`src/source/gps_code_pkg.sv`:
```
// Vector typedefs shared by the GPS ranging code subsystem
// Round-state enum for the round controller

`default_nettype none

package gps_code_pkg;

    // Space-vehicle number, valid range 1 to 32
    typedef logic [5:0] sv_num_t;

    // First 13 C/A chips, first chip in the MSB
    typedef logic [12:0] ca_code_t;

    // 128 captured P chips, first chip in the MSB
    // Also carries the scrambled l_code block
    typedef logic [127:0] p_block_t;

    // Chip counter for both generators
    typedef logic [7:0] chip_cnt_t;

    // Round controller states
    typedef enum logic [1:0]
    {
        IDLE   = 2'd0,
        RUN    = 2'd1,
        FINISH = 2'd2
    } round_state_t;

endpackage

`default_nettype wire

```
`src/source/gps_prn_pkg.sv`:
```
// C/A G2 phase-select taps per SV, P-code LFSR seeds and polynomials
// Galois polynomial of the l_code keystream

`default_nettype none

package gps_prn_pkg;

    // Two G2 stage numbers (1 to 10), [1] is the first tap
    typedef logic [1:0][3:0] ca_tap_pair_t;

    // Phase-select pairs for PRN 1 to 32, index 0 is PRN 1
    localparam ca_tap_pair_t CA_G2_TAPS [32] = '{
        8'h26, 8'h37, 8'h48, 8'h59, 8'h19, 8'h2A, 8'h18, 8'h29,
        8'h3A, 8'h23, 8'h34, 8'h56, 8'h67, 8'h78, 8'h89, 8'h9A,
        8'h14, 8'h25, 8'h36, 8'h47, 8'h58, 8'h69, 8'h13, 8'h46,
        8'h57, 8'h68, 8'h79, 8'h8A, 8'h16, 8'h27, 8'h38, 8'h49
    };

    // Feedback masks, bit k is shift-register stage k+1
    // G1 = 1 + x^3 + x^10, G2 = 1 + x^2 + x^3 + x^6 + x^8 + x^9 + x^10
    localparam logic [9:0] CA_G1_POLY = 10'h204;
    localparam logic [9:0] CA_G2_POLY = 10'h3A6;

    // 12-bit maximal polynomials for the P-like code
    localparam logic [11:0] P_X1_POLY = 12'h829;
    localparam logic [11:0] P_X2_POLY = 12'hE08;

    localparam logic [11:0] P_X1_SEED = 12'hFFF;

    // X2 initial state per SV, index 0 is SV 1
    localparam logic [11:0] P_X2_SEEDS [32] = '{
        12'h001, 12'h0A3, 12'h15C, 12'h2E7, 12'h3B1, 12'h44D, 12'h512, 12'h6F8,
        12'h7C4, 12'h839, 12'h96E, 12'hA07, 12'hB95, 12'hC2A, 12'hDD3, 12'hE6B,
        12'hF10, 12'h0F5, 12'h1E2, 12'h27C, 12'h389, 12'h4B6, 12'h563, 12'h6A1,
        12'h70E, 12'h8D7, 12'h94B, 12'hAB2, 12'hB3F, 12'hC68, 12'hDA5, 12'hE1C
    };

    // Right-shift Galois mask, taps 32, 22, 2, 1
    localparam logic [31:0] SCR_POLY = 32'h8020_0003;

endpackage

`default_nettype wire

```
`src/source/gps_round_ctrl.sv`:
```
// Round controller: start-edge detection and IDLE/RUN/FINISH FSM
// Holds code_gen_en until both the C/A path and the scrambler are done

`timescale 1ns/1ns
`default_nettype none

module gps_round_ctrl import gps_code_pkg::*;
(
    input  logic gps_clk_fast,
    input  logic sync_rst_in,
    input  logic start_round,
    input  logic ca_done,
    input  logic l_code_valid,
    output logic round_start,
    output logic code_gen_en
);

    round_state_t state;
    logic         start_q;
    logic         lv_seen;
    logic         round_done;

    // Rising edge against last cycle's level
    assign round_start = start_round & ~start_q;

    // Scrambler pulse may come before or after ca_done
    assign round_done = ca_done & (l_code_valid | lv_seen);

    always_ff @(posedge gps_clk_fast)
    begin
        if (sync_rst_in)
        begin
            start_q     <= 1'b0;
            state       <= IDLE;
            code_gen_en <= 1'b0;
            lv_seen     <= 1'b0;
        end
        else
        begin
            start_q <= start_round;
            if (round_start)
            begin
                // A new edge restarts the round from any state
                state       <= RUN;
                code_gen_en <= 1'b1;
                lv_seen     <= 1'b0;
            end
            else
            begin
                case (state)
                    RUN:
                    begin
                        if (l_code_valid)
                            lv_seen <= 1'b1;
                        if (round_done)
                        begin
                            state       <= FINISH;
                            code_gen_en <= 1'b0;
                        end
                    end
                    FINISH:
                    begin
                        lv_seen <= 1'b0;
                        state   <= IDLE;
                    end
                    default:
                        state <= IDLE;
                endcase
            end
        end
    end

    // Scrambler output only arrives inside a round
    a_valid_in_round: assert property (@(posedge gps_clk_fast) disable iff (sync_rst_in)
        l_code_valid |-> code_gen_en);

    // C/A path completes only while a round runs
    a_ca_done_in_run: assert property (@(posedge gps_clk_fast) disable iff (sync_rst_in)
        $rose(ca_done) |-> (state == RUN));

endmodule

`default_nettype wire

```
`src/source/ca_code_gen.sv`:
```
// C/A Gold code generator for one SV
// Chip-rate divider, G1/G2 shift registers and 13-chip capture

`timescale 1ns/1ns
`default_nettype none

module ca_code_gen import gps_code_pkg::*, gps_prn_pkg::*;
#(
    parameter int CA_DIV = 10
)
(
    input  logic     gps_clk_fast,
    input  logic     sync_rst_in,
    input  logic     round_start,
    input  logic     code_gen_en,
    input  sv_num_t  sv_num,
    output ca_code_t ca_code,
    output logic     ca_done
);

    localparam int DIV_W = (CA_DIV > 1) ? $clog2(CA_DIV) : 1;

    logic [DIV_W-1:0] div_cnt;
    chip_cnt_t        chip_cnt;
    logic             chip_en;
    logic             ca_chip;
    logic [4:0]       sv_idx;
    ca_tap_pair_t     taps_q;

    // Bit k holds stage k+1, stage 10 is the output end
    logic [9:0] g1;
    logic [9:0] g2;

    assign sv_idx = 5'(sv_num - 6'd1);

    // One chip every CA_DIV fast cycles, first one CA_DIV cycles after start
    assign chip_en = code_gen_en & ~ca_done & (div_cnt == DIV_W'(CA_DIV - 1));

    // G1 output XOR the two phase-selected G2 stages
    assign ca_chip = g1[9] ^ g2[taps_q[1] - 4'd1] ^ g2[taps_q[0] - 4'd1];

    always_ff @(posedge gps_clk_fast)
    begin
        if (sync_rst_in)
        begin
            div_cnt  <= '0;
            chip_cnt <= '0;
            ca_code  <= '0;
            ca_done  <= 1'b0;
        end
        else if (round_start)
        begin
            div_cnt  <= '0;
            chip_cnt <= '0;
            ca_code  <= '0;
            ca_done  <= 1'b0;
        end
        else if (code_gen_en && !ca_done)
        begin
            if (chip_en)
            begin
                div_cnt  <= '0;
                ca_code  <= {ca_code[11:0], ca_chip};
                chip_cnt <= chip_cnt + 8'd1;
                // Done once the 13th chip is held
                if (chip_cnt == 8'd12)
                    ca_done <= 1'b1;
            end
            else
            begin
                div_cnt <= div_cnt + 1'b1;
            end
        end
    end

    // Shift registers are seeded before first use
    always_ff @(posedge gps_clk_fast)
    begin
        if (round_start)
        begin
            g1     <= '1;
            g2     <= '1;
            taps_q <= CA_G2_TAPS[sv_idx];
        end
        else if (chip_en)
        begin
            g1 <= {g1[8:0], ^(g1 & CA_G1_POLY)};
            g2 <= {g2[8:0], ^(g2 & CA_G2_POLY)};
        end
    end

    a_sv_range: assert property (@(posedge gps_clk_fast) disable iff (sync_rst_in)
        round_start |-> (sv_num >= 6'd1 && sv_num <= 6'd32));

endmodule

`default_nettype wire

```
`src/source/p_code_gen.sv`:
```
// P-like code generator, XOR of two 12-bit maximal LFSRs
// X2 seed chosen per SV, 128-chip capture and done pulse

`timescale 1ns/1ns
`default_nettype none

module p_code_gen import gps_code_pkg::*, gps_prn_pkg::*;
(
    input  logic     gps_clk_fast,
    input  logic     sync_rst_in,
    input  logic     round_start,
    input  logic     code_gen_en,
    input  sv_num_t  sv_num,
    output p_block_t p_code,
    output logic     p_done
);

    chip_cnt_t   chip_cnt;
    logic        capture;
    logic        p_chip;
    logic [4:0]  sv_idx;

    // Bit k holds stage k+1, stage 12 is the output end
    logic [11:0] x1;
    logic [11:0] x2;

    assign sv_idx = 5'(sv_num - 6'd1);

    // One chip per fast cycle until 128 are held
    assign capture = code_gen_en & (chip_cnt < 8'd128);
    assign p_chip  = x1[11] ^ x2[11];

    always_ff @(posedge gps_clk_fast)
    begin
        if (sync_rst_in)
        begin
            chip_cnt <= '0;
            p_code   <= '0;
            p_done   <= 1'b0;
        end
        else if (round_start)
        begin
            chip_cnt <= '0;
            p_code   <= '0;
            p_done   <= 1'b0;
        end
        else
        begin
            p_done <= 1'b0;
            if (capture)
            begin
                p_code   <= {p_code[126:0], p_chip};
                chip_cnt <= chip_cnt + 8'd1;
                // High for the cycle after the 128th chip
                if (chip_cnt == 8'd127)
                    p_done <= 1'b1;
            end
        end
    end

    always_ff @(posedge gps_clk_fast)
    begin
        if (round_start)
        begin
            x1 <= P_X1_SEED;
            x2 <= P_X2_SEEDS[sv_idx];
        end
        else if (capture)
        begin
            x1 <= {x1[10:0], ^(x1 & P_X1_POLY)};
            x2 <= {x2[10:0], ^(x2 & P_X2_POLY)};
        end
    end

endmodule

`default_nettype wire

```
`src/source/lcode_scrambler.sv`:
```
// Keyed stream scrambler producing l_code from the captured P block
// 32-bit Galois LFSR keystream, one byte per cycle over 16 cycles

`timescale 1ns/1ns
`default_nettype none

module lcode_scrambler import gps_code_pkg::*, gps_prn_pkg::*;
#(
    parameter logic [31:0] LCODE_KEY = 32'hAAAA_AAAA
)
(
    input  logic     gps_clk_fast,
    input  logic     sync_rst_in,
    input  logic     round_start,
    input  logic     p_done,
    input  p_block_t p_code,
    output p_block_t l_code,
    output logic     l_code_valid
);

    logic        busy;
    logic [3:0]  byte_cnt;
    logic [31:0] lfsr;
    logic [31:0] lfsr_nx;
    logic [7:0]  ks_byte;
    p_block_t    work;
    p_block_t    work_nx;

    // Eight Galois steps, first output bit lands in the byte MSB
    always_comb
    begin
        lfsr_nx = lfsr;
        ks_byte = '0;
        for (int i = 0; i < 8; i++)
        begin
            ks_byte = {ks_byte[6:0], lfsr_nx[0]};
            lfsr_nx = (lfsr_nx >> 1) ^ (lfsr_nx[0] ? SCR_POLY : 32'd0);
        end
    end

    // Top byte gets the keystream and rotates to the bottom,
    // so after 16 steps the byte order is back in place
    assign work_nx = {work[119:0], work[127:120] ^ ks_byte};

    always_ff @(posedge gps_clk_fast)
    begin
        if (sync_rst_in)
        begin
            busy         <= 1'b0;
            byte_cnt     <= '0;
            l_code       <= '0;
            l_code_valid <= 1'b0;
        end
        else
        begin
            l_code_valid <= 1'b0;
            if (round_start)
            begin
                // Restart aborts any block in flight
                busy     <= 1'b0;
                byte_cnt <= '0;
            end
            else if (p_done)
            begin
                busy     <= 1'b1;
                byte_cnt <= '0;
            end
            else if (busy)
            begin
                byte_cnt <= byte_cnt + 4'd1;
                if (byte_cnt == 4'd15)
                begin
                    busy         <= 1'b0;
                    l_code       <= work_nx;
                    l_code_valid <= 1'b1;
                end
            end
        end
    end

    always_ff @(posedge gps_clk_fast)
    begin
        if (p_done && !round_start)
        begin
            work <= p_code;
            lfsr <= LCODE_KEY;
        end
        else if (busy)
        begin
            work <= work_nx;
            lfsr <= lfsr_nx;
        end
    end

    a_no_overlap: assert property (@(posedge gps_clk_fast) disable iff (sync_rst_in)
        p_done |-> !busy);

endmodule

`default_nettype wire

```
`src/source/gps_code_top.sv`:
```
// Top level of the GPS ranging code subsystem
// Round control, C/A and P generators, l_code scrambler

`timescale 1ns/1ns
`default_nettype none

module gps_code_top import gps_code_pkg::*;
#(
    parameter int          CA_DIV    = 10,
    parameter logic [31:0] LCODE_KEY = 32'hAAAA_AAAA
)
(
    input  logic     gps_clk_fast,
    input  logic     sync_rst_in,
    input  sv_num_t  sv_num,
    input  logic     start_round,
    output ca_code_t ca_code,
    output p_block_t p_code,
    output p_block_t l_code,
    output logic     l_code_valid,
    output logic     busy
);

    logic round_start;
    logic code_gen_en;
    logic ca_done;
    logic p_done;

    assign busy = code_gen_en;

    gps_round_ctrl u_round_ctrl
    (
        .gps_clk_fast (gps_clk_fast),
        .sync_rst_in  (sync_rst_in),
        .start_round  (start_round),
        .ca_done      (ca_done),
        .l_code_valid (l_code_valid),
        .round_start  (round_start),
        .code_gen_en  (code_gen_en)
    );

    ca_code_gen #(.CA_DIV(CA_DIV)) u_ca_code_gen
    (
        .gps_clk_fast (gps_clk_fast),
        .sync_rst_in  (sync_rst_in),
        .round_start  (round_start),
        .code_gen_en  (code_gen_en),
        .sv_num       (sv_num),
        .ca_code      (ca_code),
        .ca_done      (ca_done)
    );

    p_code_gen u_p_code_gen
    (
        .gps_clk_fast (gps_clk_fast),
        .sync_rst_in  (sync_rst_in),
        .round_start  (round_start),
        .code_gen_en  (code_gen_en),
        .sv_num       (sv_num),
        .p_code       (p_code),
        .p_done       (p_done)
    );

    lcode_scrambler #(.LCODE_KEY(LCODE_KEY)) u_lcode_scrambler
    (
        .gps_clk_fast (gps_clk_fast),
        .sync_rst_in  (sync_rst_in),
        .round_start  (round_start),
        .p_done       (p_done),
        .p_code       (p_code),
        .l_code       (l_code),
        .l_code_valid (l_code_valid)
    );

endmodule

`default_nettype wire

```
`config.mk`:
```
export PLATFORM = sky130hd
export DESIGN_NAME = gps_code_top
export DESIGN_NICKNAME = d
export VERILOG_FILES = /design/src/source/gps_code_pkg.sv /design/src/source/gps_prn_pkg.sv /design/src/source/gps_round_ctrl.sv /design/src/source/ca_code_gen.sv /design/src/source/p_code_gen.sv /design/src/source/lcode_scrambler.sv /design/src/source/gps_code_top.sv
export SDC_FILE = /design/constraint.sdc
export NUM_CORES = 1
export LEC_CHECK = 0
export ABC_CLOCK_PERIOD_IN_PS = 14000
export BUFFER_PORTS_ARGS = -buffer_cell sky130_fd_sc_hd__buf_2
export CAP_MARGIN = 15
export CORE_MARGIN = 10
export CORE_UTILIZATION = 45
export CTS_BUF_LIST = sky130_fd_sc_hd__clkbuf_4 sky130_fd_sc_hd__clkbuf_8
export CTS_CLUSTER_SIZE = 12
export DETAILED_ROUTE_END_ITERATION = 6
export PLACE_DENSITY = 0.66
export RECOVER_POWER = 100
export SLEW_MARGIN = 5
export SYNTH_ARGS = -nofsm -noshare
export SYNTH_HDL_FRONTEND = slang
export SYNTH_SLANG_ARGS = --single-unit
```
`constraint.sdc`:
```
create_clock -name gps_clk_fast -period 14 [get_ports gps_clk_fast]
set_clock_uncertainty 0.1 [all_clocks]
set_input_delay 2.8 -clock gps_clk_fast [delete_from_list [all_inputs] [get_ports gps_clk_fast]]
set_output_delay 2.8 -clock gps_clk_fast [all_outputs]
set_load 0.03 [all_outputs]
```
# == After elaboration in Yosys (flattened, before gate mapping) ==
# Memory sizes are Yosys's and may differ from the RTL's. A register that Yosys moved wholly into a read port is not among the register bits.
# Index checks and enable logic that the tools add are counted.
# Widths: inputs -> output; s select.
# totals
register_bits,506
mem_bits_ro,640
inputBits,9
out_inout_bits,271
word_cells,124
mem_count,2
# memory_table
name,depth,word_bits,read_ports,rd_clocked_by_memory_dff,wr,line_no,rtl
(no name shown),32,12,1,0,0,p_code_gen.sv:66,x2 <= P_X2_SEEDS[sv_idx];
(no name shown),32,8,1,1,0,ca_code_gen.sv:83,taps_q <= CA_G2_TAPS[sv_idx];
# classes
n_addsub,7
order_cmp,4
n_eq_ne,8
n_mux,32
n_bitwise,26
n_reduce_logical,23
# ops
cell,n
$mux 128,2
$mux 32,8
$xor 31x32->32,8
$mux 12,4
$reduce_xor 12->1,2
$reduce_xor 10->1,2
$add 8x1->8 const B,2
$mux 1,14
$lt 4x5->1 const B,2
$reduce_bool 2->1,5
$reduce_or 3->1,3
$add 4x1->4 const B,2
$bmux 1 s4,2
$eq 4x4->1 const B,2
$eq 8x4->1 const B,1
$eq 8x7->1 const B,1
$lt 8x8->1 const B,1
$sub 4x1->4 const B,2
$xor 8x8->8,1
$not 1->1,7
$ge 6x6->1 const B,1
$not 5->6,1
$reduce_and 2->1,3
$and 1x1->1,5
15 further kinds,19

# == Logic depth before layout (Yosys ltp) ==
# logic_depth
word_depth,17
depth_mapped,14
depth_no_buf,10

# == Modules after synthesis ==
# From an unflattened synthesis, not the netlist that was laid out.
# hier_totals
hier_cells,2502
area_unflattened_um2,21435.6
# by_module_without_submodules
mod,n_inst,cells_per_inst,area_each_um2,seq_area_each_um2
lcode_scrambler,1,1258,11410.9,7166.9
p_code_gen,1,868,6841.6,3343.2
ca_code_gen,1,358,2994.1,1161.1
gps_round_ctrl,1,18,188.9,100.1

# == Worst setup path after synthesis ==
# OpenSTA, ideal clock, no wires.
# synth_path
path_kind,input port to flip-flop
from,in start_round
to,reg u_lcode_scrambler.work[0] (enable)
setup_ns,1.114
arrival_time_ns,5.553
required_ns,12.786
slack_ns,7.234
path_stages,5
n_path_buf,2
path_cell_list,nand2b_1 buf_2 nand2_1 clkbuf_1 nand2_1
# synth_between
elab_chain_cells,4
# synth_lines
item,line_no,rtl
start: declaration,gps_code_top.sv:16,"input logic start_round,"
$and 1x1->1,gps_round_ctrl.sv:24,assign round_start = start_round & ~start_q;
$logic_not 1->1,lcode_scrambler.sv:83,if (p_done && !round_start)
$logic_and 1x1->1,lcode_scrambler.sv:83,
$reduce_bool 2->1 (no line),n/a,
end signal: assignment,lcode_scrambler.sv:85,work <= p_code;
end signal: assignment,lcode_scrambler.sv:90,work <= work_nx;
end: declaration,lcode_scrambler.sv:26,p_block_t work;
# No other way between the ends.
# A chain may end at the register's enable or synchronous reset.

# == Final worst setup path ==
# layout_path
from,in start_round
to,reg u_lcode_scrambler.work[123] (data pin)
# layout_between
elab_chain_cells,4
# layout_lines
item,line_no
$and 1x1->1,gps_round_ctrl.sv:24
$logic_not 1->1,lcode_scrambler.sv:83
$logic_and 1x1->1,lcode_scrambler.sv:83
$mux 128,lcode_scrambler.sv:83
# No other way between the ends.

==> results_dict.tcl <==
set metrics [dict create \
    start_util 0.458 \
    avgRoutedWirePerCell_um 18.1 \
    ys_types 66 \
    drt_iter0_drc 1474 \
    whs_ps 352 \
    htreeDepth 3 \
    status "complete, but fails checks" \
    cts_sinks 514 \
    cp-end-kind "flop" \
    syn-instance-count 2444 \
    worstSetupPathType "input pin to flop" \
    fmax_ghz 0.109 \
    syn_to_final_growth_pct 15.0 \
    postCtsSetupRepairBufs 0 \
    slew_headroom -1.89 \
    synth_area_leader_cell "dfxtp_1" \
    ys_seq_area_frac 0.564 \
    synth-seq-cells 514 \
    period_needed_ps 9140 \
    die_w_um 235 \
    drc 0 \
    worstSetupStartpointType "input pin" \
    rows 78 \
    drt_wl_total_um 60400 \
    insertedDiodeCount 0 \
    fin_tns_setup_ps 0 \
    ctsHoldBuffers 0 \
    numCtsBuffers 87 \
    grt_setup_unrepaired "false" \
    regArea_sq_mm 0.0118 \
    gp_routability_congestion 0.862 \
    ys_warn_count 0 \
    p_sw_uw 752 \
    vdd_drop_max_mv 0.0770 \
    track_usage 0.208 \
    arrival_ps 9520 \
    synth.most_common_cell "nand2_1" \
    antenna_found_initial 1 \
    cts-root-buf "clkbuf_8" \
    finalNetCount 2688 \
    fillers 4435 \
    max_cap_violations 9 \
    hp-class "flop to flop" \
    clock_latency_ps 650 \
    grt_max_degree 99 \
    synthTopCellsByArea "dfxtp_1 (35%), edfxtp_1 (21%), nand2_1 (18%)" \
    io_pins 280 \
    viasPerCell 5.28 \
    slew_violations 576 \
    dr.pass1.iters 7 \
    p_int_mw 2.41 \
    core_sq_mm 0.0456 \
    violations "max-capacitance violations, max-slew violations" \
    drive_gt1_frac 0.0713 \
    synth-edff-count 148 \
    async_flop_share 0 \
    via_count 17600 \
    tightest_slew_ps 4330 \
    clk_path_buf_depth 3 \
    antenna_left 0 \
    synth_top_flop_cell "dfxtp_1" \
    die-area_sq_mm 0.0554 \
    final.period_utilization 0.653 \
    multi_input_area_sq_mm 0.00836 \
    port_buffers 278 \
    hold_viol_final 0 \
    swShare 0.238 \
    syn_area_sq_mm 0.0209 \
    postSynthAreaPerCell_sq_um 8.54 \
    p_leak_nw 8.51 \
    path_clk_slew_ps 60 \
    clkPwrFrac 0.440 \
    grt_pass1_wl_um 94300 \
    cts_resized 0 \
    grt_pass1_vias 16400 \
    cp.required_ps 14380 \
    dpl.hpwl_um 39100 \
    grt.overflow.total 0 \
    power_density_mw_per_mm2 132 \
    synth_top_area_share 0.351 \
    cp_max_fo 81 \
    syn_nets 2471 \
    cts_tree "done" \
    die_h_um 235 \
    synthTopCellsByCount "nand2_1 (1007), dfxtp_1 (366), a21oi_1 (308), edfxtp_1 (148), clkbuf_1 (138)" \
    power_frac_seq 0.496 \
    setup_viol 0 \
    pwr-share-comb 0.064 \
]
## metrics by stage
stage	instance area [sq um]	utilization	setup WS, ps	power [mW]	std cells
floorplan	20900	-	7230	1.75	2444
finish	24000	0.527	4860	3.16	3334
detailed placement	22500	0.494	7630	1.80	3170
CTS	24400	0.534	8320	3.19	3332
global route	24000	0.527	4230	3.28	3334
global placement	22500	0.494	7550	1.80	3170
## kinds of logic (layout without fill, tap and decap cells)
group,count (synthesis),count (layout),share of synthesized area
xor+xnor,70,70,0.0349
flops,514,514,0.564
compound gates,434,434,0.112
mux,30,30,0.0177
simple gates,1189,1189,0.225
fa+ha+maj,18,18,0.0108
buf+inv,189,479,0.0357
## power by group through the flow
stage,clock network [mW],logic [mW],registers (mW)
2_1_floorplan,0,0.160,1.59
3_3_place_gp,0,0.200,1.60
3_5_place_dp,0,0.204,1.60
4_1_cts,1.42,0.204,1.57
5_1_grt,1.49,0.224,1.57
6_report,1.39,0.203,1.57
## placed cells by master, fill, tap and decap left out, types with 37 or more instances in the layout
| cell | instances |
|---|---|
| dfxtp_1 | 365 |
| nand3_1 | 37 |
| nand2_1 | 1007 |
| clkbuf_4 | 43 |
| clkbuf_1 | 279 |
| nor2_1 | 81 |
| o21ai_0 | 62 |
| a21oi_1 | 308 |
| edfxtp_1 | 148 |
| clkbuf_8 | 100 |
## critical path: stages
cell and delay (ps):
clkbuf_1 100, nand2b_2 60, clkbuf_1 830, nand2_1 2040, clkbuf_1 2850, nand2_1 560, nand2_1 210
## routing by layer
layer,global-route usage,routed length (um),up-vias
met5,0,13,-
met4,0.0711,1390,2
met3,0.0605,5070,81
met2,0.322,27700,648
met1,0.272,26300,8353
li1,-,-,8525
## state kept, by name (all words and copies together), names as in the netlist, 10 cells and up
| signal | cells |
|---|---|
| u_lcode_scrambler.l_code | 128 |
| u_lcode_scrambler.work | 128 |
| u_p_code_gen.p_code | 128 |
| u_lcode_scrambler.lfsr | 32 |
| u_ca_code_gen.ca_code | 13 |
| u_p_code_gen.x1 | 12 |
| u_p_code_gen.x2 | 12 |
| u_ca_code_gen.g1 | 10 |
| u_ca_code_gen.g2 | 10 |
## cell type report
type | count | area share
sequential | 514 | 0.491
clock buffer | 143 | 0.0708
tap | 600 | 0.0313
inverter | 20 | 0.00313
multi-input combinational | 1741 | 0.349
timing repair buffer | 297 | 0.0505
clock inverter | 19 | 0.00516
## worst paths after layout
kind	endpoint	depth (start not counted)	slack, ps	from
setup reg to reg	u_lcode_scrambler.work[123]	6	6720	u_round_ctrl.start_q
hold reg to reg	u_lcode_scrambler.l_code[85]	2	350	u_lcode_scrambler.l_code[85]
hold / removal	u_lcode_scrambler.l_code[85]	2	350	u_lcode_scrambler.l_code[85]
setup / recovery	u_lcode_scrambler.work[123]	7	4860	start_round
(Power assumes the default switching activity.)
